[config.mk]
export PLATFORM = sky130hd
export DESIGN_NAME = rv_axil_master_flat
export DESIGN_NICKNAME = d
export VERILOG_FILES = /design/src/hdl/rv_mem_if.sv /design/src/hdl/rv_axil_master.sv /design/src/flat_wrapper.sv
export VERILOG_INCLUDE_DIRS = /design/src /design/src/hdl
export SDC_FILE = /design/constraint.sdc
export NUM_CORES = 1
export LEC_CHECK = 0
export BUFFER_PORTS_ARGS = -buffer_cell sky130_fd_sc_hd__buf_2
export CAP_MARGIN = 20
export CORE_AREA = 2 2 182 184
export DETAILED_ROUTE_END_ITERATION = 8
export DIE_AREA = 0 0 184 186
export PLACE_DENSITY_LB_ADDON = 0.3
export SKIP_LAST_GASP = 1
export SYNTH_ARGS = -nofsm -noshare
export SYNTH_HDL_FRONTEND = slang
export SYNTH_SLANG_ARGS = --single-unit
[constraint.sdc]
create_clock -name clk -period 7.6 [get_ports clk]
set_clock_uncertainty 0.05 [all_clocks]
set_input_delay 1.14 -clock clk [delete_from_list [all_inputs] [get_ports clk]]
set_output_delay 1.14 -clock clk [all_outputs]
set_load 0.03 [all_outputs]
[src/hdl/rv_defines.svh]
`ifndef RV_DEFINES_SVH
`define RV_DEFINES_SVH

// datapath widths
`define RV_XLEN         64          // register and data bus width
`define RV_ADDR_W       64          // pc and bus address width
`define RV_ILEN         32          // instruction word

// reset state
`define RV_RESET_PC     64'h1000    // first fetch
`define RV_TRAP_BASE    64'h100     // mtvec after reset
`define RV_NOP          32'h0000_0013   // addi x0, x0, 0

// machine csr numbers
`define RV_CSR_MSTATUS  12'h300
`define RV_CSR_MTVEC    12'h305
`define RV_CSR_MEPC     12'h341
`define RV_CSR_MCAUSE   12'h342

`define RV_FUNCT12_MRET 12'h302     // imm field of mret
`define RV_CAUSE_MEXT   63'd11      // machine external interrupt

`endif

[src/hdl/rv_mem_if.sv]
`timescale 1ns/1ps
`include "rv_defines.svh"

// single outstanding data access, core side to bus master
interface rv_mem_if;
    logic                  req;     // one-cycle pulse
    logic                  we;      // 1 = store
    logic [`RV_ADDR_W-1:0] addr;
    logic [`RV_XLEN-1:0]   wdata;
    logic [`RV_XLEN-1:0]   rdata;   // valid with done on a read
    logic                  done;    // one-cycle pulse

    modport core (
        output req, we, addr, wdata,
        input  rdata, done
    );

    modport master (
        input  req, we, addr, wdata,
        output rdata, done
    );
endinterface

[src/hdl/rv_axil_master.sv]
`timescale 1ns/1ps
`include "rv_defines.svh"

module rv_axil_master (
    input  logic                     clk,
    input  logic                     reset,
    rv_mem_if.master                 mem,
    output logic [`RV_ADDR_W-1:0]    araddr,
    output logic                     arvalid,
    input  logic                     arready,
    input  logic [`RV_XLEN-1:0]      rdata,
    input  logic [1:0]               rresp,
    input  logic                     rvalid,
    output logic                     rready,
    output logic [`RV_ADDR_W-1:0]    awaddr,
    output logic                     awvalid,
    input  logic                     awready,
    output logic [`RV_XLEN-1:0]      wdata,
    output logic [`RV_XLEN/8-1:0]    wstrb,
    output logic                     wvalid,
    input  logic                     wready,
    input  logic [1:0]               bresp,
    input  logic                     bvalid,
    output logic                     bready
);
    typedef enum logic [1:0] {ST_IDLE, ST_ADDR, ST_RESP} state_e;

    state_e                state;
    logic                  we_q;        // current access is a write
    logic                  done_q;
    logic [`RV_ADDR_W-1:0] addr_q;
    logic [`RV_XLEN-1:0]   wdata_q;
    logic [`RV_XLEN-1:0]   rdata_q;

    assign araddr  = addr_q;
    assign awaddr  = addr_q;
    assign wdata   = wdata_q;
    assign wstrb   = '1;                    // full 64-bit writes only
    assign rready  = (state == ST_RESP) && !we_q;
    assign bready  = (state == ST_RESP) && we_q;
    assign mem.rdata = rdata_q;
    assign mem.done  = done_q;

    always_ff @(posedge clk or negedge reset) begin
        if (!reset) begin
            state   <= ST_IDLE;
            we_q    <= 1'b0;
            done_q  <= 1'b0;
            arvalid <= 1'b0;
            awvalid <= 1'b0;
            wvalid  <= 1'b0;
        end else begin
            done_q <= 1'b0;
            case (state)
                ST_IDLE: if (mem.req) begin
                    we_q    <= mem.we;
                    arvalid <= !mem.we;
                    awvalid <= mem.we;      // aw and w raised together
                    wvalid  <= mem.we;
                    state   <= ST_ADDR;
                end
                ST_ADDR: if (we_q) begin
                    if (awready) awvalid <= 1'b0;
                    if (wready) wvalid <= 1'b0;
                    // both accepted, in either order
                    if ((!awvalid || awready) && (!wvalid || wready)) state <= ST_RESP;
                end else if (arready) begin
                    arvalid <= 1'b0;
                    state   <= ST_RESP;
                end
                ST_RESP: if ((we_q && bvalid) || (!we_q && rvalid)) begin
                    done_q <= 1'b1;         // rresp/bresp not checked
                    state  <= ST_IDLE;
                end
                default: state <= ST_IDLE;
            endcase
        end
    end

    // payload, latched at request and at read response
    always_ff @(posedge clk) begin
        if (state == ST_IDLE && mem.req) begin
            addr_q  <= mem.addr;
            wdata_q <= mem.wdata;
        end
        if (rvalid && rready) rdata_q <= rdata;
    end

endmodule

[src/flat_wrapper.sv]
// flat-port wrapper written by rule: the top's interface ports become plain ports
module rv_axil_master_flat 
  (clk, reset, araddr, arvalid, arready, rdata, rresp, rvalid, rready, awaddr, awvalid, awready, wdata, wstrb, wvalid, wready, bresp, bvalid, bready, mem_req, mem_we, mem_addr, mem_wdata, mem_rdata, mem_done);
  rv_mem_if mem_i ();
  input  logic clk;
  input  logic reset;
  output logic [`RV_ADDR_W-1:0] araddr;
  output logic arvalid;
  input  logic arready;
  input  logic [`RV_XLEN-1:0] rdata;
  input  logic [1:0] rresp;
  input  logic rvalid;
  output logic rready;
  output logic [`RV_ADDR_W-1:0] awaddr;
  output logic awvalid;
  input  logic awready;
  output logic [`RV_XLEN-1:0] wdata;
  output logic [`RV_XLEN/8-1:0] wstrb;
  output logic wvalid;
  input  logic wready;
  input  logic [1:0] bresp;
  input  logic bvalid;
  output logic bready;
  input wire logic [$bits(mem_i.req)-1:0] mem_req;
  input wire logic [$bits(mem_i.we)-1:0] mem_we;
  input wire logic [$bits(mem_i.addr)-1:0] mem_addr;
  input wire logic [$bits(mem_i.wdata)-1:0] mem_wdata;
  output wire logic [$bits(mem_i.rdata)-1:0] mem_rdata;
  output wire logic [$bits(mem_i.done)-1:0] mem_done;
  assign mem_i.req = mem_req;
  assign mem_i.we = mem_we;
  assign mem_i.addr = mem_addr;
  assign mem_i.wdata = mem_wdata;
  assign mem_rdata = mem_i.rdata;
  assign mem_done = mem_i.done;
  rv_axil_master u_core (.clk(clk), .reset(reset), .mem(mem_i), .araddr(araddr), .arvalid(arvalid), .arready(arready), .rdata(rdata), .rresp(rresp), .rvalid(rvalid), .rready(rready), .awaddr(awaddr), .awvalid(awvalid), .awready(awready), .wdata(wdata), .wstrb(wstrb), .wvalid(wvalid), .wready(wready), .bresp(bresp), .bvalid(bvalid), .bready(bready));
endmodule
==> run_results.csv <==
group,metric,value,unit
status,outcome,"finished clean",
placed_design,placed_cell_area,9000,µm²
synth,ys_seq_elements,199,
floorplanning,start_util,0.207,
placed_design,gp_congestion,0.774,
timing,slew_headroom,0.383,
setup_path,endpoint_kind,"flop",
timing,hold_violations,0,
min_path,hold_path_class,"flop to flop",
clock_tree,postCtsHoldBufs,0,
grt,grt_overflow,0,
grt,grt_max_degree,72,
timing,grt_setup_unrepaired,"no",
route,dr.pass1.iters,4,
timing,period_share,0.351,
clock_tree,path_clk_slew,0.07,ns
grt,grt_use_total,0.109,
final_layout,drive_above_1_share,0.687,
final_layout,seq_area,5940,µm²
floorplanning,placementRows,66,
timing,tns,0,ns
setup_path,reg2reg_depth,4,
final_layout,nets,923,
clock_tree,cts_buffer_depth,2,
route,vias,4165,
synth,syn_avg_cell_area,22.2,µm²
route,routedWlPerCell,16.9,µm
grt,grt_pass1_wl,25900,µm
synth,yosys_warnings,0,
route,drc,0,
timing,setup-violations-final,0,
synth,ys_types,23,
setup_path,r2r_slack,5.14,ns
timing,drv_slew,0,
clock_tree,cts_resized,0,
timing,worst_pin_slew,0.926,ns
grt,grt_pass1_vias,4147,
setup_path,r2r-start,"u_core.state[0]",
placed_design,numPortBuffers,462,
clock_tree,cts-root-buf,"clkbuf_16",
setup_path,worstSetupEndpoint,"u_core.wdata[62]",
clock_tree,insertion_delay,0.44,ns
run,maxCapViolations,0,
floorplanning,core,32200,µm²
placed_design,dpl.hpwl,14800,µm
power,power_leakage,4.13,nW
floorplanning,pin_count,475,
final_layout,design_area,9670,µm²
setup_path,worstPathRequired,7.62,ns
clock_tree,cts_tree,"yes",
synth,yosysSeqAreaShare,0.890,
floorplanning,die_w,184,µm
setup_path,crit_arrival,2.68,ns
final_layout,multiInputGateArea,213,µm²
clock_tree,post_cts_buffers,0,
grt,antenna_found_initial,5,
route,drtIter0Drc,133,
setup_path,crit_start,"mem_req",
synth,netlist_area,6680,µm²
power,vdd_drop_max,0.164,mV
setup_path,path_max_fanout,71,
clock_tree,h-tree-depth,4,
floorplanning,die_h,186,µm
timing,max_freq,375,MHz
clock_tree,cts_buffers,17,
setup_path,critPathKind,"input pin to flop",
floorplanning,dieArea,34200,µm²
final_layout,fillCellCount,3275,
route,vias_per_cell,3.65,
final_layout,utilization,0.300,
setup_path,startpoint_type,"input pin",
setup_path,rr_endpoint,"u_core.wdata[62]",
route,wl,19300,µm
final_layout,area_growth,44.8,%
timing,period_needed,2.67,ns
power,p_per_area,350,nW/µm²
synth,synthCells,301,
route,ant_nets,0,
clock_tree,clock-sinks,199,
-- cell usage after synthesis --
cell       number  area [µm²]
a21o_1          2        15.0
a31o_1          2        17.5
a31oi_1         1        6.26
and2_4          1        8.76
and2b_2         1        8.76
buf_2           1        5.00
buf_4          72         541
conb_1          1        3.75
dfrtp_1         7         175
edfxtp_1      192        5770
inv_1           1        3.75
inv_4           1        6.26
mux2i_1         1        10.0
nand2_4         1        11.3
nand2b_1        5        31.3
nand3_1         2        10.0
nor2_1          3        11.3
nor2_2          1        6.26
nor2b_1         1        6.26
nor3b_1         2        15.0
o21ai_0         1        5.00
o22ai_1         1        6.26
o2bb2ai_1       1        8.76
-- routing by layer --
layer	part of all wire	up-vias	GRT usage	wire [µm]
met5	0.00067	-	0	13
met4	0.013	2	0.0403	246
met3	0.12	14	0.0620	2310
met2	0.50	294	0.184	9710
met1	0.36	1966	0.113	7000
li1	-	1889	-	-
-- report_power, final --
| part | total, mW | leakage (nW) | internal, mW | switching [mW] |
|---|---|---|---|---|
| logic | 0.888 | 1.94 | 0.208 | 0.680 |
| registers | 1.51 | 1.87 | 1.43 | 0.0729 |
| clock network | 0.993 | 0.319 | 0.540 | 0.453 |
| total | 3.39 | 4.13 | 2.18 | 1.21 |
-- metrics by stage --
step | power [mW] | worst slack [ns] | hold slack, ns | instances
4_1_cts | 3.46 | 4.94 | 0.437 | 1139
6_report | 3.39 | 4.93 | 0.458 | 1142
2_1_floorplan | 2.19 | 1.20 | 0.548 | 308
3_5_place_dp | 2.44 | 4.45 | 0.433 | 1107
5_1_grt | 3.55 | 4.83 | 0.452 | 1139
3_3_place_gp | 2.43 | 4.47 | 0.433 | 1107
-- flip-flops by register name, indices dropped and copies added, names as in the netlist --
signal,flops
u_core.mem.done,1
u_core.arvalid,1
u_core.state,2
u_core.wvalid,1
u_core.mem.rdata,64
u_core.awvalid,1
u_core.wdata,64
u_core.araddr,64
u_core.we_q,1
-- layout make-up --
type | count | area share
Antenna cell | 3 | 0.000776
Clock buffer | 17 | 0.0440
Clock inverter | 15 | 0.0241
Inverter | 2 | 0.00129
Multi-Input combinational cell | 34 | 0.0220
Sequential cell | 199 | 0.614
Tap cell | 408 | 0.0528
Timing Repair Buffer | 464 | 0.241
-- cell usage in the layout (no fill, tap or decap), types with 4 or more instances in the layout --
master / Yosys / layout
clkinv_8: 0 / 4
edfxtp_1: 192 / 192
nand2b_1: 5 / 5
buf_2: 1 / 462
dfrtp_1: 7 / 7
clkbuf_16: 0 / 17
inv_6: 0 / 4
conb_1: 1 / 8
-- worst min path at each step --
| stage | from | endpoint | slack, ns | cells after the start |
|---|---|---|---|---|
| finish | u_core.arvalid | u_core.arvalid | 0.46 | 1 |
| detailed placement | u_core.arvalid | u_core.arvalid | 0.43 | 1 |
| global placement | u_core.arvalid | u_core.arvalid | 0.43 | 1 |
| floorplan | u_core.state[0] | u_core.state[1] | 0.55 | 2 |
| CTS | reset | u_core.mem.done | 0.44 | 1 |
| global route | reset | u_core.arvalid | 0.45 | 1 |
-- critical path, cell delays in order --
cell	delay, ns
buf_2	0.10
nand2_4	0.07
inv_6	0.42
buf_4	0.83
-- cell families after synthesis --
group,Yosys count,synth area share
simple gates,17,0.0163
other cells,1,0.000562
mux,1,0.00150
buf+inv,75,0.0832
compound gates,8,0.00881
flops,199,0.890
(Power assumes the default switching activity.)
