[src/hdl/rv_defines.svh]
`ifndef RV_DEFINES_SVH
`define RV_DEFINES_SVH

// datapath widths
`define RV_XLEN         64          // register and data bus width
`define RV_ADDR_W       64          // pc and bus address width
`define RV_ILEN         32          // instruction word

// reset state
`define RV_RESET_PC     64'h1000    // first fetch
`define RV_TRAP_BASE    64'h100     // mtvec after reset
`define RV_NOP          32'h0000_0013   // addi x0, x0, 0

// machine csr numbers
`define RV_CSR_MSTATUS  12'h300
`define RV_CSR_MTVEC    12'h305
`define RV_CSR_MEPC     12'h341
`define RV_CSR_MCAUSE   12'h342

`define RV_FUNCT12_MRET 12'h302     // imm field of mret
`define RV_CAUSE_MEXT   63'd11      // machine external interrupt

`endif

[src/hdl/rv_pkg.sv]
package rv_pkg;

    // major opcodes the core knows, anything else is a no-op
    typedef enum logic [6:0] {
        OP_LUI    = 7'b0110111,
        OP_IMM    = 7'b0010011,
        OP_REG    = 7'b0110011,
        OP_LOAD   = 7'b0000011,
        OP_STORE  = 7'b0100011,
        OP_SYSTEM = 7'b1110011
    } rv_opcode_e;

    typedef struct packed {
        logic [6:0] funct7;
        logic [4:0] rs2;
        logic [4:0] rs1;
        logic [2:0] funct3;
        logic [4:0] rd;
        logic [6:0] opcode;
    } rv_r_type_t;

    typedef struct packed {
        logic [11:0] imm;     // also csr number / funct12
        logic [4:0]  rs1;
        logic [2:0]  funct3;
        logic [4:0]  rd;
        logic [6:0]  opcode;
    } rv_i_type_t;

    typedef struct packed {
        logic [6:0] imm_hi;   // imm[11:5]
        logic [4:0] rs2;
        logic [4:0] rs1;
        logic [2:0] funct3;
        logic [4:0] imm_lo;   // imm[4:0]
        logic [6:0] opcode;
    } rv_s_type_t;

    typedef struct packed {
        logic [19:0] imm;     // imm[31:12]
        logic [4:0]  rd;
        logic [6:0]  opcode;
    } rv_u_type_t;

    // one fetched word, four views
    typedef union packed {
        rv_r_type_t r_type;
        rv_i_type_t i_type;
        rv_s_type_t s_type;
        rv_u_type_t u_type;
    } rv_instr_u;

    typedef struct packed {
        logic        irq;     // bit 63, interrupt vs exception
        logic [62:0] code;
    } rv_mcause_t;

endpackage

[src/hdl/rv_mem_if.sv]
`timescale 1ns/1ps
`include "rv_defines.svh"

// single outstanding data access, core side to bus master
interface rv_mem_if;
    logic                  req;     // one-cycle pulse
    logic                  we;      // 1 = store
    logic [`RV_ADDR_W-1:0] addr;
    logic [`RV_XLEN-1:0]   wdata;
    logic [`RV_XLEN-1:0]   rdata;   // valid with done on a read
    logic                  done;    // one-cycle pulse

    modport core (
        output req, we, addr, wdata,
        input  rdata, done
    );

    modport master (
        input  req, we, addr, wdata,
        output rdata, done
    );
endinterface

[src/hdl/rv_core.sv]
`timescale 1ns/1ps
`include "rv_defines.svh"

module rv_core (
    input  logic                  clk,
    input  logic                  reset,
    output logic [`RV_ADDR_W-1:0] imem_addr,
    input  logic [`RV_ILEN-1:0]   imem_data,
    input  logic                  irq,
    output logic                  irq_ack,
    rv_mem_if.core                mem,
    output logic [4:0]            rs1_addr,
    output logic [4:0]            rs2_addr,
    input  logic [`RV_XLEN-1:0]   rs1_data,
    input  logic [`RV_XLEN-1:0]   rs2_data,
    output logic                  rd_we,
    output logic [4:0]            rd_addr,
    output logic [`RV_XLEN-1:0]   rd_data,
    output logic [11:0]           csr_addr,
    output logic                  csr_we,
    output logic [`RV_XLEN-1:0]   csr_wdata,
    input  logic [`RV_XLEN-1:0]   csr_rdata,
    output logic                  trap_take,
    output logic [`RV_ADDR_W-1:0] trap_pc,
    output logic                  mret,
    input  logic                  mie,
    input  logic [`RV_ADDR_W-1:0] mtvec,
    input  logic [`RV_ADDR_W-1:0] mepc
);
    import rv_pkg::*;

    logic [`RV_ADDR_W-1:0] pc;          // fetch address, ir sits at pc-4
    rv_instr_u             ir;
    logic                  bubble;      // ir is wrong-path, drop it
    logic                  mem_wait;    // ld/sd in flight
    rv_opcode_e            op;
    logic [`RV_XLEN-1:0]   imm_i;
    logic [`RV_XLEN-1:0]   imm_s;
    logic [`RV_XLEN-1:0]   imm_u;
    logic                  is_addi;
    logic                  is_add;
    logic                  is_load;
    logic                  is_store;
    logic                  is_csrrw;
    logic                  is_mret;
    logic                  take_irq;
    logic                  exec;

    assign imem_addr = pc;

    // decode, same word through every view
    assign op    = rv_opcode_e'(ir.r_type.opcode);
    assign imm_i = {{(`RV_XLEN-12){ir.i_type.imm[11]}}, ir.i_type.imm};
    assign imm_s = {{(`RV_XLEN-12){ir.s_type.imm_hi[6]}}, ir.s_type.imm_hi, ir.s_type.imm_lo};
    assign imm_u = {{(`RV_XLEN-32){ir.u_type.imm[19]}}, ir.u_type.imm, 12'b0};

    assign is_addi  = (op == OP_IMM) && (ir.i_type.funct3 == 3'b000);
    assign is_add   = (op == OP_REG) && (ir.r_type.funct3 == 3'b000)
                      && (ir.r_type.funct7 == 7'd0);
    assign is_load  = (op == OP_LOAD) && (ir.i_type.funct3 == 3'b011);    // ld only
    assign is_store = (op == OP_STORE) && (ir.s_type.funct3 == 3'b011);   // sd only
    assign is_csrrw = (op == OP_SYSTEM) && (ir.i_type.funct3 == 3'b001);
    assign is_mret  = (op == OP_SYSTEM) && (ir.i_type.funct3 == 3'b000)
                      && (ir.i_type.imm == `RV_FUNCT12_MRET);

    // interrupt wins over the word in ir, never mid-access or in a bubble
    assign take_irq = irq && mie && !mem_wait && !bubble;
    assign exec     = !bubble && !mem_wait && !take_irq;

    assign trap_take = take_irq;
    assign trap_pc   = pc - 4;              // address of the skipped instruction
    assign mret      = exec && is_mret;

    // register file side
    assign rs1_addr = ir.r_type.rs1;
    assign rs2_addr = ir.r_type.rs2;
    assign rd_addr  = ir.r_type.rd;

    // csrrw swaps rs1 into the csr
    assign csr_addr  = ir.i_type.imm;
    assign csr_we    = exec && is_csrrw;
    assign csr_wdata = rs1_data;

    // memory request, ir and regs frozen so these hold until done
    assign mem.req   = exec && (is_load || is_store);
    assign mem.we    = is_store;
    assign mem.addr  = rs1_data + (is_store ? imm_s : imm_i);
    assign mem.wdata = rs2_data;

    // writeback
    always_comb begin
        rd_we   = 1'b0;
        rd_data = '0;
        if (mem_wait) begin
            rd_we   = mem.done && is_load;  // ld lands in the done cycle
            rd_data = mem.rdata;
        end else if (exec) begin
            if (op == OP_LUI) begin
                rd_we   = 1'b1;
                rd_data = imm_u;
            end else if (is_addi) begin
                rd_we   = 1'b1;
                rd_data = rs1_data + imm_i;
            end else if (is_add) begin
                rd_we   = 1'b1;
                rd_data = rs1_data + rs2_data;
            end else if (is_csrrw) begin
                rd_we   = 1'b1;
                rd_data = csr_rdata;        // old value
            end
        end
    end

    // fetch, redirect and stall
    always_ff @(posedge clk or negedge reset) begin
        if (!reset) begin
            pc       <= `RV_RESET_PC;
            ir       <= `RV_NOP;
            bubble   <= 1'b0;
            mem_wait <= 1'b0;
            irq_ack  <= 1'b0;
        end else begin
            irq_ack <= take_irq;
            if (take_irq || mret) begin
                pc     <= take_irq ? mtvec : mepc;
                ir     <= imem_data;        // wrong path, flushed next cycle
                bubble <= 1'b1;
            end else if (mem.req) begin
                mem_wait <= 1'b1;           // hold pc and ir
            end else if (mem_wait) begin
                if (mem.done) begin
                    mem_wait <= 1'b0;
                    pc       <= pc + 4;
                    ir       <= imem_data;
                end
            end else begin
                pc     <= pc + 4;
                ir     <= imem_data;
                bubble <= 1'b0;
            end
        end
    end

endmodule

[src/flat_wrapper.sv]
// flat-port wrapper written by rule: the top's interface ports become plain ports
module rv_core_flat import rv_pkg::*;
  (clk, reset, imem_addr, imem_data, irq, irq_ack, rs1_addr, rs2_addr, rs1_data, rs2_data, rd_we, rd_addr, rd_data, csr_addr, csr_we, csr_wdata, csr_rdata, trap_take, trap_pc, mret, mie, mtvec, mepc, mem_req, mem_we, mem_addr, mem_wdata, mem_rdata, mem_done);
  rv_mem_if mem_i ();
  input  logic clk;
  input  logic reset;
  output logic [`RV_ADDR_W-1:0] imem_addr;
  input  logic [`RV_ILEN-1:0] imem_data;
  input  logic irq;
  output logic irq_ack;
  output logic [4:0] rs1_addr;
  output logic [4:0] rs2_addr;
  input  logic [`RV_XLEN-1:0] rs1_data;
  input  logic [`RV_XLEN-1:0] rs2_data;
  output logic rd_we;
  output logic [4:0] rd_addr;
  output logic [`RV_XLEN-1:0] rd_data;
  output logic [11:0] csr_addr;
  output logic csr_we;
  output logic [`RV_XLEN-1:0] csr_wdata;
  input  logic [`RV_XLEN-1:0] csr_rdata;
  output logic trap_take;
  output logic [`RV_ADDR_W-1:0] trap_pc;
  output logic mret;
  input  logic mie;
  input  logic [`RV_ADDR_W-1:0] mtvec;
  input  logic [`RV_ADDR_W-1:0] mepc;
  output wire logic [$bits(mem_i.req)-1:0] mem_req;
  output wire logic [$bits(mem_i.we)-1:0] mem_we;
  output wire logic [$bits(mem_i.addr)-1:0] mem_addr;
  output wire logic [$bits(mem_i.wdata)-1:0] mem_wdata;
  input wire logic [$bits(mem_i.rdata)-1:0] mem_rdata;
  input wire logic [$bits(mem_i.done)-1:0] mem_done;
  assign mem_req = mem_i.req;
  assign mem_we = mem_i.we;
  assign mem_addr = mem_i.addr;
  assign mem_wdata = mem_i.wdata;
  assign mem_i.rdata = mem_rdata;
  assign mem_i.done = mem_done;
  rv_core u_core (.clk(clk), .reset(reset), .imem_addr(imem_addr), .imem_data(imem_data), .irq(irq), .irq_ack(irq_ack), .mem(mem_i), .rs1_addr(rs1_addr), .rs2_addr(rs2_addr), .rs1_data(rs1_data), .rs2_data(rs2_data), .rd_we(rd_we), .rd_addr(rd_addr), .rd_data(rd_data), .csr_addr(csr_addr), .csr_we(csr_we), .csr_wdata(csr_wdata), .csr_rdata(csr_rdata), .trap_take(trap_take), .trap_pc(trap_pc), .mret(mret), .mie(mie), .mtvec(mtvec), .mepc(mepc));
endmodule
[config.mk]
export PLATFORM = sky130hd
export DESIGN_NAME = rv_core_flat
export DESIGN_NICKNAME = d
export VERILOG_FILES = /design/src/hdl/rv_pkg.sv /design/src/hdl/rv_mem_if.sv /design/src/hdl/rv_core.sv /design/src/flat_wrapper.sv
export VERILOG_INCLUDE_DIRS = /design/src /design/src/hdl
export SDC_FILE = /design/constraint.sdc
export NUM_CORES = 1
export LEC_CHECK = 0
export ABC_CLOCK_PERIOD_IN_PS = 6590
export BUFFER_PORTS_ARGS = -buffer_cell sky130_fd_sc_hd__buf_2
export CAP_MARGIN = 20
export CELL_PAD_IN_SITES_DETAIL_PLACEMENT = 0
export CELL_PAD_IN_SITES_GLOBAL_PLACEMENT = 1
export CORE_AREA = 2 2 325 327
export CTS_BUF_LIST = sky130_fd_sc_hd__clkbuf_4
export CTS_CLUSTER_DIAMETER = 200
export DETAILED_ROUTE_END_ITERATION = 10
export DIE_AREA = 0 0 327 329
export PLACE_DENSITY_LB_ADDON = 0.1
export SYNTH_ARGS = -nofsm -noshare
export SYNTH_HDL_FRONTEND = slang
export SYNTH_SLANG_ARGS = --single-unit
[constraint.sdc]
create_clock -name clk -period 6.59 [get_ports clk]
set_input_delay 0.9885 -clock clk [delete_from_list [all_inputs] [get_ports clk]]
set_output_delay 0.9885 -clock clk [all_outputs]
set_load 0.02 [all_outputs]
==> run summary <==
CTS Sinks: 99
synth warn: 0
Global Route Usage Sum: 25.16%
number of max-cap violations: 0
site row count: 119
Slew Limit Fails: 0
Boundary Pins: 839
die area: 107600 um^2
post-synth net total: 3431
number of fill cells: 12130
share of cells above drive strength 1: 28.92%
postcts setup bufs: 0
first-pass GRT wire length: 193300 um
HP Class: input port to asynchronous set/reset pin
post-DP HPWL: 120800 um
DRT antenna net count: 0
pin count of the biggest net entering global routing: 69
Setup Viol. Count Final: 0
average cell area after synthesis: 6.751 um^2
Final WS setup: 0.2432 ns
top_reg_cell synth: dfrtp_1
PwrDens: 168.5 nW/um^2
# resized after CTS: 2
share of the synthesized area in the top cell type: 12.25%
post-synthesis async set-or-reset flop share: 100.0%
fin util: 23.26%
critical setup path kind: flop to output port
Req. time, crit path: 5.60 ns
Final Net Count: 4006
Clk Latency, worst-skew pair: 0.60 ns
final-report hold violation count: 0
status: finished, final reports clean
maximum vdd drop: 0.1103 mV
most common library cells after synthesis: nand2_1 (413), a21oi_1 (319), o21ai_0 (248)
Mapped Area: 19400 um^2
leakage power: 11.00 nW
EDFF count, synth: 0
vias per cell: 5.037
detailed-route wire length per cell: 29.29 um
final wirelength: 142300 um
FMAX: 157.6 MHz
post-route clock period utilization: 96.31%
drt pass-1 iters: 5
reg2reg setup slack: 1.57 ns
TritonCTS clock tree: built
number of port buffers: 838
TritonCTS Buffers: 9
initial antenna violation count: 42
Fin Clk Skew: 0.03368 ns
htree depth: 3
sum of negative setup slack: 0 ns
chip height: 329 um
WP data arrival: 5.36 ns
initial drt markers: 1873
Worst slew margin: 28.61%
routed vias: 24470
dominant cell by count in the synthesized netlist: nand2_1
Post-Syn Instances: 2874
Unique masters post-synth: 86
grt ovf: 0
P&R area growth vs syn: 25.12%
initial core utilization: 18.59%
vias in the first global route: 24220
Root Buffer: clkbuf_4
reg2reg start: u_core.ir[31]
crit path time final: 6.347 ns
RR Endpoint: u_core.imem_addr[44]
RSZ-0062 raised after global routing: no
placed inst area: 24090 um^2
Least-Margin Pin Slew: 1.071 ns
synthesis-stage register bit count: 99
Synth area leader: dfrtp_1
CP Launch Type: flop
R2R cell count: 12
dpl ws: 0.5518 ns
Hold-fix buffers, CTS: 0
Max clock buf depth: 2
fin area: 24280 um^2
endpoint type of the worst setup path: output port
main area contributors after synthesis: dfrtp_1 (12%), ha_1 (8.6%), a21oi_1 (8.2%)
Fin Hold WS: 0.3710 ns
Crit Path Max Fanout: 7
register area share after synthesis: 12.79%
global placer's final weighted congestion: 0.9210
Die Wd: 327 um
DRC: 0
Clk pin slew, worst setup/hold paths: 0.21 ns
Core Area: 104400 um^2
## worst max-delay path, stage by stage, from the launching register on
cell and delay (ns):
dfstp_2 0.58, and3b_1 0.18, nand4_1 0.12, nor4b_1 0.31, buf_4 0.21, nand2_1 0.05
nand2_1 0.07, ha_1 0.16, inv_1 0.06, fa_1 0.40, nor2b_1 0.13, o21ai_0 0.13
a21boi_1 0.33, or2_2 0.18, nand2_1 0.05, a21oi_1 0.32, a21oi_1 0.34, o21ai_1 0.35
a21oi_1 0.17, xnor2_1 0.39, buf_2 0.25
## final cells by class
cell class	count	area (um^2)	share of cell area, %
clock inverters	7	67.56	0.2783
diodes	13	32.53	0.1340
inverters	47	176.4	0.7267
multi-input cells	2370	14850	61.18
well taps	1391	1740	7.169
flip-flops and latches	99	2487	10.25
repair buffers	922	4852	19.99
clock buffers	9	67.56	0.2783
## flip-flops by register name, summed over array words and instances, names as in the netlist
signal	count
u_core.bubble	1
u_core.irq_ack	1
u_core.mem_wait	1
u_core.ir	32
u_core.imem_addr	64
## how the worst max path moves through the flow
stage	from	to	slack, ns	cells past startpoint
2_1_floorplan	u_core.ir[0]	mem_addr[62]	0.87	18
3_3_place_gp	u_core.ir[0]	mem_addr[62]	0.54	21
3_5_place_dp	u_core.ir[0]	mem_addr[62]	0.55	21
4_1_cts	u_core.ir[0]	mem_addr[62]	0.06	21
5_1_grt	u_core.ir[0]	mem_addr[48]	0.01	20
6_report	u_core.ir[0]	mem_addr[48]	0.24	20
## layer usage
layer  track usage, %  up-vias  share of wire (%)
met5                0        -               0.23
met4            5.215       52                1.9
met3            3.806      139                5.5
met2            45.06      858                 50
met1            31.78    11990                 43
li1                 -    11430                  -
## logic make-up after synthesis
| group | Yosys count | share of synthesized area [%] |
|---|---|---|
| AO/OA/AOI/OAI | 953 | 30.55 |
| XOR/XNOR | 259 | 11.73 |
| adder cells (fa/ha/maj) | 136 | 8.886 |
| buffers and inverters | 405 | 11.03 |
| flip-flops | 99 | 12.79 |
| multiplexers | 1 | 0.05159 |
| AND/OR/NAND/NOR | 1021 | 24.97 |
## stage by stage
stage | power (W) | std cells
CTS | 0.004123 | 4845
finish | 0.004091 | 4858
floorplan | 0.002472 | 2874
detailed placement | 0.003713 | 4829
global placement | 0.003744 | 4829
global route | 0.004325 | 4853
## cell usage in the layout, fill, tap and decap left out, types with 16 or more instances in the layout
| cell type | n |
|---|---|
| or3_1 | 19 |
| buf_2 | 837 |
| o221ai_1 | 19 |
| a222oi_1 | 17 |
| nand4_1 | 77 |
| inv_1 | 44 |
| nand2_1 | 413 |
| o21a_1 | 36 |
| ha_1 | 133 |
| a221oi_1 | 34 |
| nor2_1 | 216 |
| and3_1 | 30 |
| o21bai_1 | 22 |
| a211oi_1 | 18 |
| and2_1 | 21 |
| xor2_1 | 145 |
| or2_2 | 16 |
| o211ai_1 | 18 |
| o21ai_0 | 245 |
| buf_4 | 83 |
| dfrtp_1 | 93 |
| nor3_1 | 50 |
| nor4_1 | 17 |
| nand3_1 | 68 |
| a21oi_1 | 318 |
| a31oi_1 | 33 |
| a21o_1 | 63 |
| xnor2_1 | 113 |
## power breakdown
part	switching [W]	total (W)	internal (W)	leakage, nW
Clock	0.000297	0.000385	0.0000885	0.0730
Sequential	0.000250	0.000945	0.000695	1.17
Combinational	0.00187	0.00276	0.000891	9.76
Note: power is estimated with default switching activity, not from simulation.
