File: src/hdl/rv_defines.svh
`ifndef RV_DEFINES_SVH
`define RV_DEFINES_SVH

// datapath widths
`define RV_XLEN         64          // register and data bus width
`define RV_ADDR_W       64          // pc and bus address width
`define RV_ILEN         32          // instruction word

// reset state
`define RV_RESET_PC     64'h1000    // first fetch
`define RV_TRAP_BASE    64'h100     // mtvec after reset
`define RV_NOP          32'h0000_0013   // addi x0, x0, 0

// machine csr numbers
`define RV_CSR_MSTATUS  12'h300
`define RV_CSR_MTVEC    12'h305
`define RV_CSR_MEPC     12'h341
`define RV_CSR_MCAUSE   12'h342

`define RV_FUNCT12_MRET 12'h302     // imm field of mret
`define RV_CAUSE_MEXT   63'd11      // machine external interrupt

`endif

File: src/hdl/rv_pkg.sv
package rv_pkg;

    // major opcodes the core knows, anything else is a no-op
    typedef enum logic [6:0] {
        OP_LUI    = 7'b0110111,
        OP_IMM    = 7'b0010011,
        OP_REG    = 7'b0110011,
        OP_LOAD   = 7'b0000011,
        OP_STORE  = 7'b0100011,
        OP_SYSTEM = 7'b1110011
    } rv_opcode_e;

    typedef struct packed {
        logic [6:0] funct7;
        logic [4:0] rs2;
        logic [4:0] rs1;
        logic [2:0] funct3;
        logic [4:0] rd;
        logic [6:0] opcode;
    } rv_r_type_t;

    typedef struct packed {
        logic [11:0] imm;     // also csr number / funct12
        logic [4:0]  rs1;
        logic [2:0]  funct3;
        logic [4:0]  rd;
        logic [6:0]  opcode;
    } rv_i_type_t;

    typedef struct packed {
        logic [6:0] imm_hi;   // imm[11:5]
        logic [4:0] rs2;
        logic [4:0] rs1;
        logic [2:0] funct3;
        logic [4:0] imm_lo;   // imm[4:0]
        logic [6:0] opcode;
    } rv_s_type_t;

    typedef struct packed {
        logic [19:0] imm;     // imm[31:12]
        logic [4:0]  rd;
        logic [6:0]  opcode;
    } rv_u_type_t;

    // one fetched word, four views
    typedef union packed {
        rv_r_type_t r_type;
        rv_i_type_t i_type;
        rv_s_type_t s_type;
        rv_u_type_t u_type;
    } rv_instr_u;

    typedef struct packed {
        logic        irq;     // bit 63, interrupt vs exception
        logic [62:0] code;
    } rv_mcause_t;

endpackage

File: src/hdl/rv_csr.sv
`timescale 1ns/1ps
`include "rv_defines.svh"

module rv_csr (
    input  logic                  clk,
    input  logic                  reset,
    input  logic [11:0]           csr_addr,
    input  logic                  csr_we,
    input  logic [`RV_XLEN-1:0]   csr_wdata,
    output logic [`RV_XLEN-1:0]   csr_rdata,
    input  logic                  trap_take,
    input  logic [`RV_ADDR_W-1:0] trap_pc,
    input  logic                  mret,
    output logic                  mie,
    output logic [`RV_ADDR_W-1:0] mtvec,
    output logic [`RV_ADDR_W-1:0] mepc
);
    import rv_pkg::*;

    logic       mpie;       // mstatus[7]
    rv_mcause_t mcause;

    // read mux, unknown numbers read zero
    always_comb begin
        csr_rdata = '0;
        case (csr_addr)
            `RV_CSR_MSTATUS: begin
                csr_rdata[3] = mie;
                csr_rdata[7] = mpie;
            end
            `RV_CSR_MTVEC:  csr_rdata = mtvec;
            `RV_CSR_MEPC:   csr_rdata = mepc;
            `RV_CSR_MCAUSE: csr_rdata = mcause;
            default:        csr_rdata = '0;
        endcase
    end

    always_ff @(posedge clk or negedge reset) begin
        if (!reset) begin
            mie    <= 1'b0;
            mpie   <= 1'b0;
            mtvec  <= `RV_TRAP_BASE;
            mepc   <= '0;
            mcause <= '0;
        end else if (trap_take) begin   // same edge as the pc redirect
            mepc        <= trap_pc;
            mcause.irq  <= 1'b1;
            mcause.code <= `RV_CAUSE_MEXT;
            mpie        <= mie;
            mie         <= 1'b0;        // handler runs masked
        end else if (mret) begin
            mie  <= mpie;
            mpie <= 1'b1;
        end else if (csr_we) begin
            case (csr_addr)
                `RV_CSR_MSTATUS: begin
                    mie  <= csr_wdata[3];
                    mpie <= csr_wdata[7];
                end
                `RV_CSR_MTVEC:  mtvec  <= {csr_wdata[`RV_XLEN-1:2], 2'b00}; // direct mode
                `RV_CSR_MEPC:   mepc   <= {csr_wdata[`RV_XLEN-1:2], 2'b00};
                `RV_CSR_MCAUSE: mcause <= csr_wdata;
                default: ;
            endcase
        end
    end

endmodule

File: config.mk
export PLATFORM = sky130hd
export DESIGN_NAME = rv_csr
export DESIGN_NICKNAME = d
export VERILOG_FILES = /design/src/hdl/rv_pkg.sv /design/src/hdl/rv_csr.sv
export VERILOG_INCLUDE_DIRS = /design/src /design/src/hdl
export SDC_FILE = /design/constraint.sdc
export NUM_CORES = 1
export LEC_CHECK = 0
export BUFFER_PORTS_ARGS = -buffer_cell sky130_fd_sc_hd__buf_2
export CAP_MARGIN = 20
export CORE_ASPECT_RATIO = 0.7
export CORE_UTILIZATION = 42
export CTS_BUF_LIST = sky130_fd_sc_hd__clkbuf_16
export DETAILED_ROUTE_END_ITERATION = 6
export PLACE_DENSITY = 0.67
export SYNTH_ARGS = -nofsm -noshare
export SYNTH_HDL_FRONTEND = slang
export SYNTH_SLANG_ARGS = --single-unit
File: constraint.sdc
create_clock -name clk -period 2.15 [get_ports clk]
set_input_delay 0.1075 -clock clk [delete_from_list [all_inputs] [get_ports clk]]
set_output_delay 0.1075 -clock clk [all_outputs]
set_load 0.05 [all_outputs]
==> results of run 1 <==
[path summary, 6_finish.rpt]
path | startpoint | end | slack, ns | cells after the start
max in group asynchronous | reset | mtvec[8]$_DFFE_PN1P_ | 1.23 | 3
min in group asynchronous | reset | mepc[41]$_DFFE_PN0P_ | 0.20 | 2
worst min-delay path | mret | mie$_DFFE_PN0P_ | 0.18 | 4
worst max register to register | mepc[4]$_DFFE_PN0P_ | mepc[4]$_DFFE_PN0P_ | 1.08 | 2
worst max-delay path | csr_addr[1] | csr_rdata[21] | 0.06 | 9
worst min register to register | mcause[1]$_DFFE_PN0P_ | mcause[1]$_DFFE_PN0P_ | 0.50 | 2
[per-layer routing]
| metal | global-route usage [%] | wire (microns) | up-vias |
|---|---|---|---|
| met5 | 0 | 0 | - |
| met4 | 8.497 | 481 | 0 |
| met3 | 5.369 | 2193 | 39 |
| met2 | 42.02 | 13970 | 434 |
| met1 | 33.99 | 12590 | 4172 |
| li1 | - | - | 3768 |
[layout make-up]
cell class	instances	area, sq um
Fill cell	1726	8436
Sequential cell	192	4806
Multi-Input combinational cell	486	4048
Timing Repair Buffer	491	3372
Clock buffer	17	425.4
Tap cell	282	352.8
Inverter	60	225.2
Clock inverter	15	122.6
Antenna cell	1	2.502
[tightest hold or removal path, cell delays in order]
cell     delay [ns]
buf_2          0.15
mux2i_1        0.09
nor2_1         0.09
mux2_2         0.15
[metrics by stage]
| step | instances | power (mW) | TNS [ns] |
|---|---|---|---|
| 6_report | 1544 | 8.335 | 0 |
| 3_5_place_dp | 1382 | 5.178 | -7.650 |
| 3_3_place_gp | 1382 | 5.160 | -6.799 |
| 4_1_cts | 1543 | 8.377 | 0 |
| 5_1_grt | 1544 | 8.641 | 0 |
| 2_1_floorplan | 802 | 4.697 | 0 |
[synthesized netlist by cell type, types with 4 or more instances]
master | n | area (sq um)
clkbuf_1 | 52 | 195.2
nand2_1 | 138 | 518.0
a21oi_1 | 62 | 310.3
inv_1 | 60 | 225.2
a222oi_1 | 60 | 600.6
buf_6 | 7 | 78.83
nand3b_1 | 4 | 30.03
dfrtp_1 | 191 | 4780
mux2_2 | 130 | 1464
mux2_4 | 58 | 870.8
[flip-flops by register name (all words and copies together), names as in the netlist]
| signal | flops |
|---|---|
| mcause | 64 |
| mpie | 1 |
| mepc | 64 |
| mtvec | 62 |
| mie | 1 |
[cells by family after synthesis]
| logic type | Yosys count | share of synthesized area, % |
|---|---|---|
| other cells | 1 | 0.04006 |
| mux | 189 | 25.05 |
| simple gates | 165 | 7.565 |
| flops | 192 | 51.34 |
| buf+inv | 124 | 5.614 |
| compound gates | 130 | 10.40 |
[power by group]
part	leakage (nW)	internal, mW	switching, mW
Clock	0.264	1.59	1.44
Sequential	2.51	3.74	0.114
Combinational	4.38	0.620	0.832
[timing repair]
item                                   CTS  global route
setup endpoints to repair                0             1
endpoints found under the hold margin  235             0
hold buffers                           129             0
gates resized for setup                  0             1
==> results.md, run 1 <==
* GRT Total Usage at 25.63%
* Final instance area at 0.01335 sq mm
* Slew of the pin with the lowest slew margin at 0.7896 ns
* Final worst setup slack at 0.05945 ns
* Cell Pwr Density at 624.2 mW/mm^2
* First-pass detailed-route iteration total at 7
* Initial antenna violation count at 1
* Endpoints failing setup at 0
* EDFF count, synth at 0
* VDD IR max at 0.5228 mV
* Crit path launch type: input port
* FFs w/ async S/R, synth at 100.0%
* Clock buffer depth at 2
* Worst relative slew slack at 47.36%
* Share of the clock period used by the worst path at 97.23%
* Die Span Y at 126.9 microns
* Slowest cell on crit path: or4_1
* WP data required at 2.04 ns
* Final core occ at 61.29%
* Final HPWL DP at 18770 microns
* Initial DRC count at 757
* Leak at 7.156 nW
* Die width at 180.4 microns
* Worst Path Buf+Inv at 6
* Primary FF master, synth: dfrtp_1
* Vias in the first global route at 8476
* Root buf cell: clkbuf_16
* Max-cap violations at 0
* Warning count from the yosys run at 0
* I/O Buffers at 335
* Post-route DRC at 6
* Critical path, cell by cell: buf_2 -> or4_1 -> buf_4 -> nor3_2 -> buf_4 -> buf_12 -> a222oi_1 -> inv_1 -> buf_2
* CP Capture Type: output port
* Vias/cell at 5.449
* Vias at 8413
* Mapped Cells at 801
* Seq/Total Area, Yosys at 51.34%
* Max FO, Critical Path at 33
* Slowest stage delay, CP at 0.55 ns
* Worst Path Arrival at 1.98 ns
* Clock Latency Late Sink at 0.43 ns
* Row cnt at 45
* Avg Cell Area, Syn at 11.69 sq um
* Total CTS buffers at 17
* Layout cell share with drive strength beyond 1 at 46.63%
* Dpl ws at -0.1321 ns
* Delay-heaviest family, CP: buffers and inverters
* Area delta synth->final at 42.65%
* CTS clk-pin slew, worst paths at 0.08 ns
* ANT nets after route at 0
* Post-Syn Area at 0.009361 sq mm
* Most common cell after layout, fill and taps aside: buf_2
* Pins over their slew limit at 0
* Final #Nets at 1393
* Global route total overflow at 0
* Core Area at 0.02179 sq mm
* Sink Count at 192
* Max Clk Rate at 478.3 MHz
* FF+latch count, synth at 192
* Distinct cells, synth at 33
* CTS tree: yes
* Min cycle time layout at 2.091 ns
* H-tree level count at 4
* DP Area at 0.01151 sq mm
* Failing checks: DRC
* Worst Hold Margin at 0.1777 ns
* Unrepaired setup endpoints after global routing: false
* Initial core utilization at 42.96%
* Layout Skew at 0.007547 ns
* Global-route wire length before repair at 46160 microns
* Endpoints failing hold at 0
* Hold Path Class: in -> reg
* Largest net degree at the start of global routing at 135
* Critical path type: in -> out
* Gp weighted congestion at 0.7884
* WL/cell at 18.94 microns
* Postcts setup bufs at 0
* Status: finished with violations
* Final wirelength at 29240 microns
* Commonest non-fill, non-tap cells in the layout: buf_2, dfrtp_1, nand2_1, mux2_2, dlygate4sd3_1
* Die ar. at 0.02290 sq mm
* I/O pins at 338
Note: power is estimated with default switching activity, not from simulation.
==> run 2, diff against run 1 <==
--- a/config.mk
+++ b/config.mk
@@ -6,9 +6,9 @@
 export SDC_FILE = /design/constraint.sdc
 export NUM_CORES = 1
 export LEC_CHECK = 0
-export BUFFER_PORTS_ARGS = -buffer_cell sky130_fd_sc_hd__buf_2
+export BUFFER_PORTS_ARGS = -buffer_cell sky130_fd_sc_hd__buf_4
 export CAP_MARGIN = 20
-export CORE_ASPECT_RATIO = 0.7
+export CORE_ASPECT_RATIO = 2
 export CORE_UTILIZATION = 42
 export CTS_BUF_LIST = sky130_fd_sc_hd__clkbuf_16
 export DETAILED_ROUTE_END_ITERATION = 6
==> run 2 against run 1 <==
The flow still finishes with violations (DRC). Cell count is the same. Power grew 9.4%. Cell area grew 7.6%. Critical path depth is the same. Global-route usage grew 1.4 points. Wire length grew 6.5%. Register-to-register slack is essentially flat. Clock skew shrank 0.0029 ns. Largest power group unchanged. Die area grew 0.12%. Largest cell class unchanged. Worst hold slack lost 0.050 ns. Critical endpoint is now csr_rdata[22].
==> results.md, run 2 (synthesized netlist as in run 1, its figures left out) <==
* Status: finished with violations
* Failing checks: DRC
* Die ar. at 0.02293 sq mm (+0.12%)
* Root buf cell: clkbuf_16
* PostCTS Resize Cnt at 0 (unchanged)
* Max-cap violations at 0 (unchanged)
* Final #Nets at 1400 (+0.50%)
* Total Power at 9.122 mW (+9.4%)
* Critical path type: in -> out
* Min cycle time layout at 2.029 ns (-0.06161 ns)
* Filler instances at 1662 (-3.7%)
* WP data required at 2.04 ns (about the same)
* Global-route wire length before repair at 46530 microns (+0.81%)
* WL/cell at 20.17 microns (+6.5%)
* CTS tree: yes
* Die width at 107.6 microns (-40%)
* Area delta synth->final at 53.50%
* Vias in the first global route at 8830 (+4.2%)
* Worst Hold Margin at 0.1275 ns (-0.05021 ns)
* Final HPWL DP at 20650 microns (+10%)
* CP Capture Type: output port
* Dpl ws at -0.1731 ns (-0.04107 ns)
* Leak at 7.419 nW (+3.7%)
* Postcts setup bufs at 0 (unchanged)
* Initial antenna violation count at 2 (+1)
* DP Area at 0.01240 sq mm (+7.7%)
* Hold Path Class: in -> reg
* Largest net degree at the start of global routing at 135 (unchanged)
* Worst relative slew slack at 51.93% (+4.6 points)
* Cell Pwr Density at 634.8 mW/mm^2 (+1.7%)
* I/O pins at 338 (unchanged)
* Endpoints failing setup at 0 (unchanged)
* Gp weighted congestion at 0.8471 (+7.4%)
* Vias at 8418 (+0.059%)
* Layout Cells excl Fill at 1544 (unchanged)
* Clock buffer depth at 2 (unchanged)
* Inst Count DP at 1380 (-0.14%)
* Post-route DRC at 1 (-5)
* ANT nets after route at 0 (unchanged)
* Endpoints failing hold at 0 (unchanged)
* Regs by FF count: mcause (64), mepc (64), mtvec (62)
* VDD IR max at 0.7961 mV (+52%)
* Initial core utilization at 43.18% (+0.22 points)
* Row cnt at 76 (+69%)
* Layout cell share with drive strength beyond 1 at 46.80% (+0.17 points)
* Most common cell after layout, fill and taps aside: buf_4
* Unrepaired setup endpoints after global routing: false
* GRT Total Usage at 27.02% (+1.4 points)
* Worst Path Arrival at 1.92 ns (-0.06 ns)
* Sink Count at 192 (unchanged)
* Layout Skew at 0.004613 ns (-0.002934 ns)
* Slew of the pin with the lowest slew margin at 0.7211 ns (-0.06854 ns)
* Global route total overflow at 0 (unchanged)
* Commonest non-fill, non-tap cells in the layout: buf_4, dfrtp_1, nand2_1, mux2_2, dlygate4sd3_1
* CTS clk-pin slew, worst paths at 0.06 ns (-0.02 ns)
* Clock Latency Late Sink at 0.44 ns (about the same)
* Die Span Y at 213.1 microns (+68%)
* Final wirelength at 31140 microns (+6.5%)
* Pins over their slew limit at 0 (unchanged)
* H-tree level count at 4 (unchanged)
* Vias/cell at 5.452 (about the same)
* Crit path launch type: input port
* Share of the clock period used by the worst path at 94.37% (-2.9 points)
* Max Clk Rate at 492.9 MHz (+3.0%)
* WHS Path Cells at 4 (unchanged)
* Core Area at 0.02168 sq mm (-0.50%)
* Total CTS buffers at 17 (unchanged)
* Hold buffers post-CTS at 129 (unchanged)
* Final worst setup slack at 0.1211 ns (+0.06161 ns)
* Initial DRC count at 551 (-27%)
* I/O Buffers at 335 (unchanged)
* Max FO, Critical Path at 19 (-42%)
* First-pass detailed-route iteration total at 7 (unchanged)
* Final instance area at 0.01437 sq mm (+7.6%)
* Worst r2r path cells at 2 (unchanged)
## run 2: cell types whose count changed in the layout (fill, tap and decap cells not counted), sizes merged
cell | previous run | this run
bufinv | 1 | 7
diode | 1 | 4
buf | 360 | 368
clkinv | 8 | 3
clkinvlp | 4 | 2
clkbuf | 19 | 18
## run 2: per-layer routing
metal	wire [microns]	vias to the layer above	part of all wire [%]	global-route usage (%)
met2	17140	376	55	49.54
met1	10670	4174	34	27.41
met3	1634	100	5.2	4.976
met4	1695	0	5.4	17.62
met5	0	-	0	0
li1	-	3768	-	-
## run 2: cell type report
cell class | count | area [sq um] | area share (%)
flip-flops and latches | 192 | 4806 | 33.44
repair buffers | 498 | 4268 | 29.70
multi-input cells | 486 | 4048 | 28.17
clock buffers | 17 | 425.4 | 2.960
well taps | 273 | 341.6 | 2.377
clock inverters | 14 | 246.5 | 1.715
inverters | 60 | 225.2 | 1.567
diodes | 4 | 10.01 | 0.06966
## run 2: per-stage QoR
stage	utilization (%)	setup TNS, ns
after floorplan	-	0
after global placement	57.18	-7.728
after detailed placement	57.18	-9.983
after CTS	66.23	0
after global routing	66.26	0
final	66.28	0
## run 2: critical path, stage by stage
cell	delay [ns]
buf_4	0.11
or4_1	0.59
buf_4	0.17
nor3_2	0.13
buf_4	0.21
buf_12	0.17
a222oi_1	0.11
inv_1	0.10
buf_4	0.21
## run 2: where the power goes
part	internal, mW	switching [mW]	total (mW)
logic	0.764	0.849	1.61
registers	3.74	0.118	3.86
clock network	2.27	1.38	3.65
## run 2: final timing paths
path / from / end / slack [ns]
worst max-delay path: csr_addr[1] / csr_rdata[22] / 0.12
worst min-delay path: mret / mie$_DFFE_PN0P_ / 0.13
worst max register to register: mepc[11]$_DFFE_PN0P_ / mepc[11]$_DFFE_PN0P_ / 1.08
worst min register to register: mcause[0]$_DFFE_PN0P_ / mcause[0]$_DFFE_PN0P_ / 0.50
max in group asynchronous: reset / mcause[50]$_DFFE_PN0P_ / 1.18
min in group asynchronous: reset / mepc[9]$_DFFE_PN0P_ / 0.17
==> run 3, diff against run 2 <==
--- a/config.mk
+++ b/config.mk
@@ -9,10 +9,10 @@
 export BUFFER_PORTS_ARGS = -buffer_cell sky130_fd_sc_hd__buf_4
 export CAP_MARGIN = 20
 export CORE_ASPECT_RATIO = 2
-export CORE_UTILIZATION = 42
+export CORE_UTILIZATION = 50
 export CTS_BUF_LIST = sky130_fd_sc_hd__clkbuf_16
 export DETAILED_ROUTE_END_ITERATION = 6
-export PLACE_DENSITY = 0.67
+export PLACE_DENSITY = 0.78
 export SYNTH_ARGS = -nofsm -noshare
 export SYNTH_HDL_FRONTEND = slang
 export SYNTH_SLANG_ARGS = --single-unit
==> run 3 against run 2 <==
The run still ends with DRC left. Cell area down 1.0%. Cell count decreased by 3.8%. Non-clock buffer count up 2. Largest cell class unchanged. Worst hold slack gained 0.0084 ns. Largest power group unchanged.
==> results.md, run 3 (synthesized netlist as in run 1, its figures left out) <==
* Total Power at 8.767 mW (-3.9%)
* Failing checks: DRC
* Commonest non-fill, non-tap cells in the layout: buf_4, dfrtp_1, nand2_1, mux2_2, dlygate4sd3_1
* Initial antenna violation count at 1 (-1)
* Pins over their slew limit at 0 (unchanged)
* CP dominant cell by count: buf_4
* Slowest cell on crit path: nor4bb_1
* Share of the clock period used by the worst path at 96.72% (+2.3 points)
* Switch share at 27.76% (+2.0 points)
* Register area at 0.004806 sq mm (unchanged)
* Initial DRC count at 844 (+53%)
* Combinational Power Share at 18.7% (+1.0 points)
* Leak at 7.405 nW (-0.19%)
* CTS clk-pin slew, worst paths at 0.06 ns (about the same)
* Gp weighted congestion at 0.8746 (+3.2%)
* Most common cell after layout, fill and taps aside: buf_4
* Critical path type: in -> out
* Worst Path Buf+Inv at 5 (-1)
* Vias at 8782 (+4.3%)
* Largest net degree at the start of global routing at 74 (-45%)
* Cell Pwr Density at 616.3 mW/mm^2 (-2.9%)
* Internal Power at 6.334 mW (-6.5%)
* Slew of the pin with the lowest slew margin at 0.9164 ns (+0.1953 ns)
* Endpoints failing hold at 0 (unchanged)
* Global-route wire length before repair at 51240 microns (+10%)
* Final wirelength at 32980 microns (+5.9%)
* Die Span Y at 195.5 microns (-8.3%)
* Worst r2r path cells at 2 (unchanged)
* H-tree level count at 4 (unchanged)
* Hold Path Class: in -> reg
* Worst Path Arrival at 1.97 ns (+0.05 ns)
* Filler instances at 1038 (-38%)
* Root buf cell: clkbuf_16
* Setup TNS at 0 ns (unchanged)
* Status: finished with violations
* Critical path, cell by cell: buf_4 -> nor4bb_1 -> buf_4 -> and3_2 -> buf_12 -> a222oi_1 -> inv_1 -> buf_4
* Crit. path cell count at 8 (-1)
* WP data required at 2.04 ns (about the same)
* ANT nets after route at 0 (unchanged)
* Sink Count at 192 (unchanged)
* Min cycle time layout at 2.079 ns (+0.05051 ns)
* Vias in the first global route at 9506 (+7.7%)
* Final #Nets at 1402 (+0.14%)
* Inst Count DP at 1325 (-4.0%)
* Die width at 98.76 microns (-8.2%)
* Endpoints failing setup at 0 (unchanged)
* Crit path launch type: input port
* Postcts setup bufs at 0 (unchanged)
* WL/cell at 22.19 microns (+10%)
* Final HPWL DP at 21060 microns (+2.0%)
* Clock power frac at 37.2% (-2.8 points)
* Max FO, Critical Path at 37 (+18)
* Max-cap violations at 0 (unchanged)
* Layout cell share with drive strength beyond 1 at 46.97% (+0.16 points)
* Delay-heaviest family, CP: buffers and inverters
* Worst relative slew slack at 38.91% (-13 points)
* Global route total overflow at 0 (unchanged)
* Layout Cells excl Fill at 1486 (-3.8%)
* Initial core utilization at 51.14% (+8.0 points)
* Clock Latency Late Sink at 0.42 ns (-0.02 ns)
* NetSw at 2.434 mW (+3.7%)
* I/O Buffers at 335 (unchanged)
* Core Area at 0.01831 sq mm (-16%)
* VDD IR max at 0.5789 mV (-27%)
* CP Capture Type: output port
* Total CTS buffers at 17 (unchanged)
* Max Clk Rate at 480.9 MHz (-2.4%)
* First-pass detailed-route iteration total at 7 (unchanged)
* Regs by FF count: mcause (64), mepc (64), mtvec (62)
* Unrepaired setup endpoints after global routing: false
* CTS tree: yes
* Post-route DRC at 4 (+3)
* WHS Path Cells at 4 (unchanged)
* I/O pins at 338 (unchanged)
* Row cnt at 70 (-7.9%)
* Worst Hold Margin at 0.1359 ns (+0.008429 ns)
* Seq pwr share at 44.1% (+1.8 points)
* Layout Skew at 0.00001646 ns (-0.004596 ns)
* Final core occ at 77.71% (+11 points)
* Die ar. at 0.01931 sq mm (-16%)
* Slowest stage delay, CP at 0.53 ns (-0.06 ns)
* Clock buffer depth at 2 (unchanged)
* Area delta synth->final at 51.95%
* Area occupied by multi-input gates at 0.004059 sq mm (+0.28%)
* GRT Total Usage at 34.69% (+7.7 points)
* Vias/cell at 5.910 (+8.4%)
[run 3: cell count changes in the layout (fill, tap and decap cells not counted), sizes merged]
cell / previous run / this run
clkinvlp: 2 / 1
buf: 368 / 370
inv: 62 / 65
clkinv: 3 / 5
bufinv: 7 / 3
diode: 4 / 1
[run 3: power groups by stage]
stage	Sequential, mW	Clock [mW]	Combinational, mW
after floorplan	4.33	0	0.362
after global placement	3.92	0	1.40
after detailed placement	3.92	0	1.42
after CTS	3.85	3.30	1.62
after global routing	3.87	3.45	1.71
final	3.86	3.26	1.64
[run 3: per-layer routing]
layer | GRT usage [%] | routed length, microns | up-vias
met2 | 61.10 | 17700 | 502
met3 | 6.872 | 2155 | 142
li1 | - | - | 3781
met5 | 0 | 0 | -
met4 | 23.60 | 2084 | 0
met1 | 36.82 | 11040 | 4357
[run 3: layout make-up]
cell class / instances / area share [%]
diodes: 1 / 0.01759
clock buffers: 17 / 2.991
well taps: 216 / 1.900
inverters: 60 / 1.583
clock inverters: 14 / 1.170
flip-flops and latches: 192 / 33.78
multi-input cells: 486 / 28.53
repair buffers: 500 / 30.02
[run 3: path summary, 6_finish.rpt]
check,startpoint,slack [ns],endpoint
worst min register to register,mcause[63]$_DFFE_PN0P_,0.51,mcause[63]$_DFFE_PN0P_
worst min-delay path,mret,0.14,mie$_DFFE_PN0P_
min in group asynchronous,reset,0.24,mtvec[40]$_DFFE_PN0P_
max in group asynchronous,reset,1.20,mtvec[8]$_DFFE_PN1P_
worst max-delay path,csr_addr[0],0.07,csr_rdata[22]
worst max register to register,mepc[37]$_DFFE_PN0P_,1.06,mepc[37]$_DFFE_PN0P_
[run 3: worst reg2reg max path: cells and delay by family (launching register included)]
kind	cells	cell delay, ns
muxes	2	0.55
DFF	1	0.43
[run 3: stage by stage]
stage                     setup slack [ns]  instance area (sq um)
after floorplan                    0.05771                   9365
after detailed placement           -0.2523                  12330
final                              0.07056                  14220
after global routing               0.01658                  14220
after global placement             -0.1748                  12330
after CTS                          0.04706                  14210
[run 3: what timing repair did]
item	CTS	global route
gates resized for setup	0	2
endpoints found under the hold margin	255	0
hold buffers	129	0
setup endpoints to repair	0	7
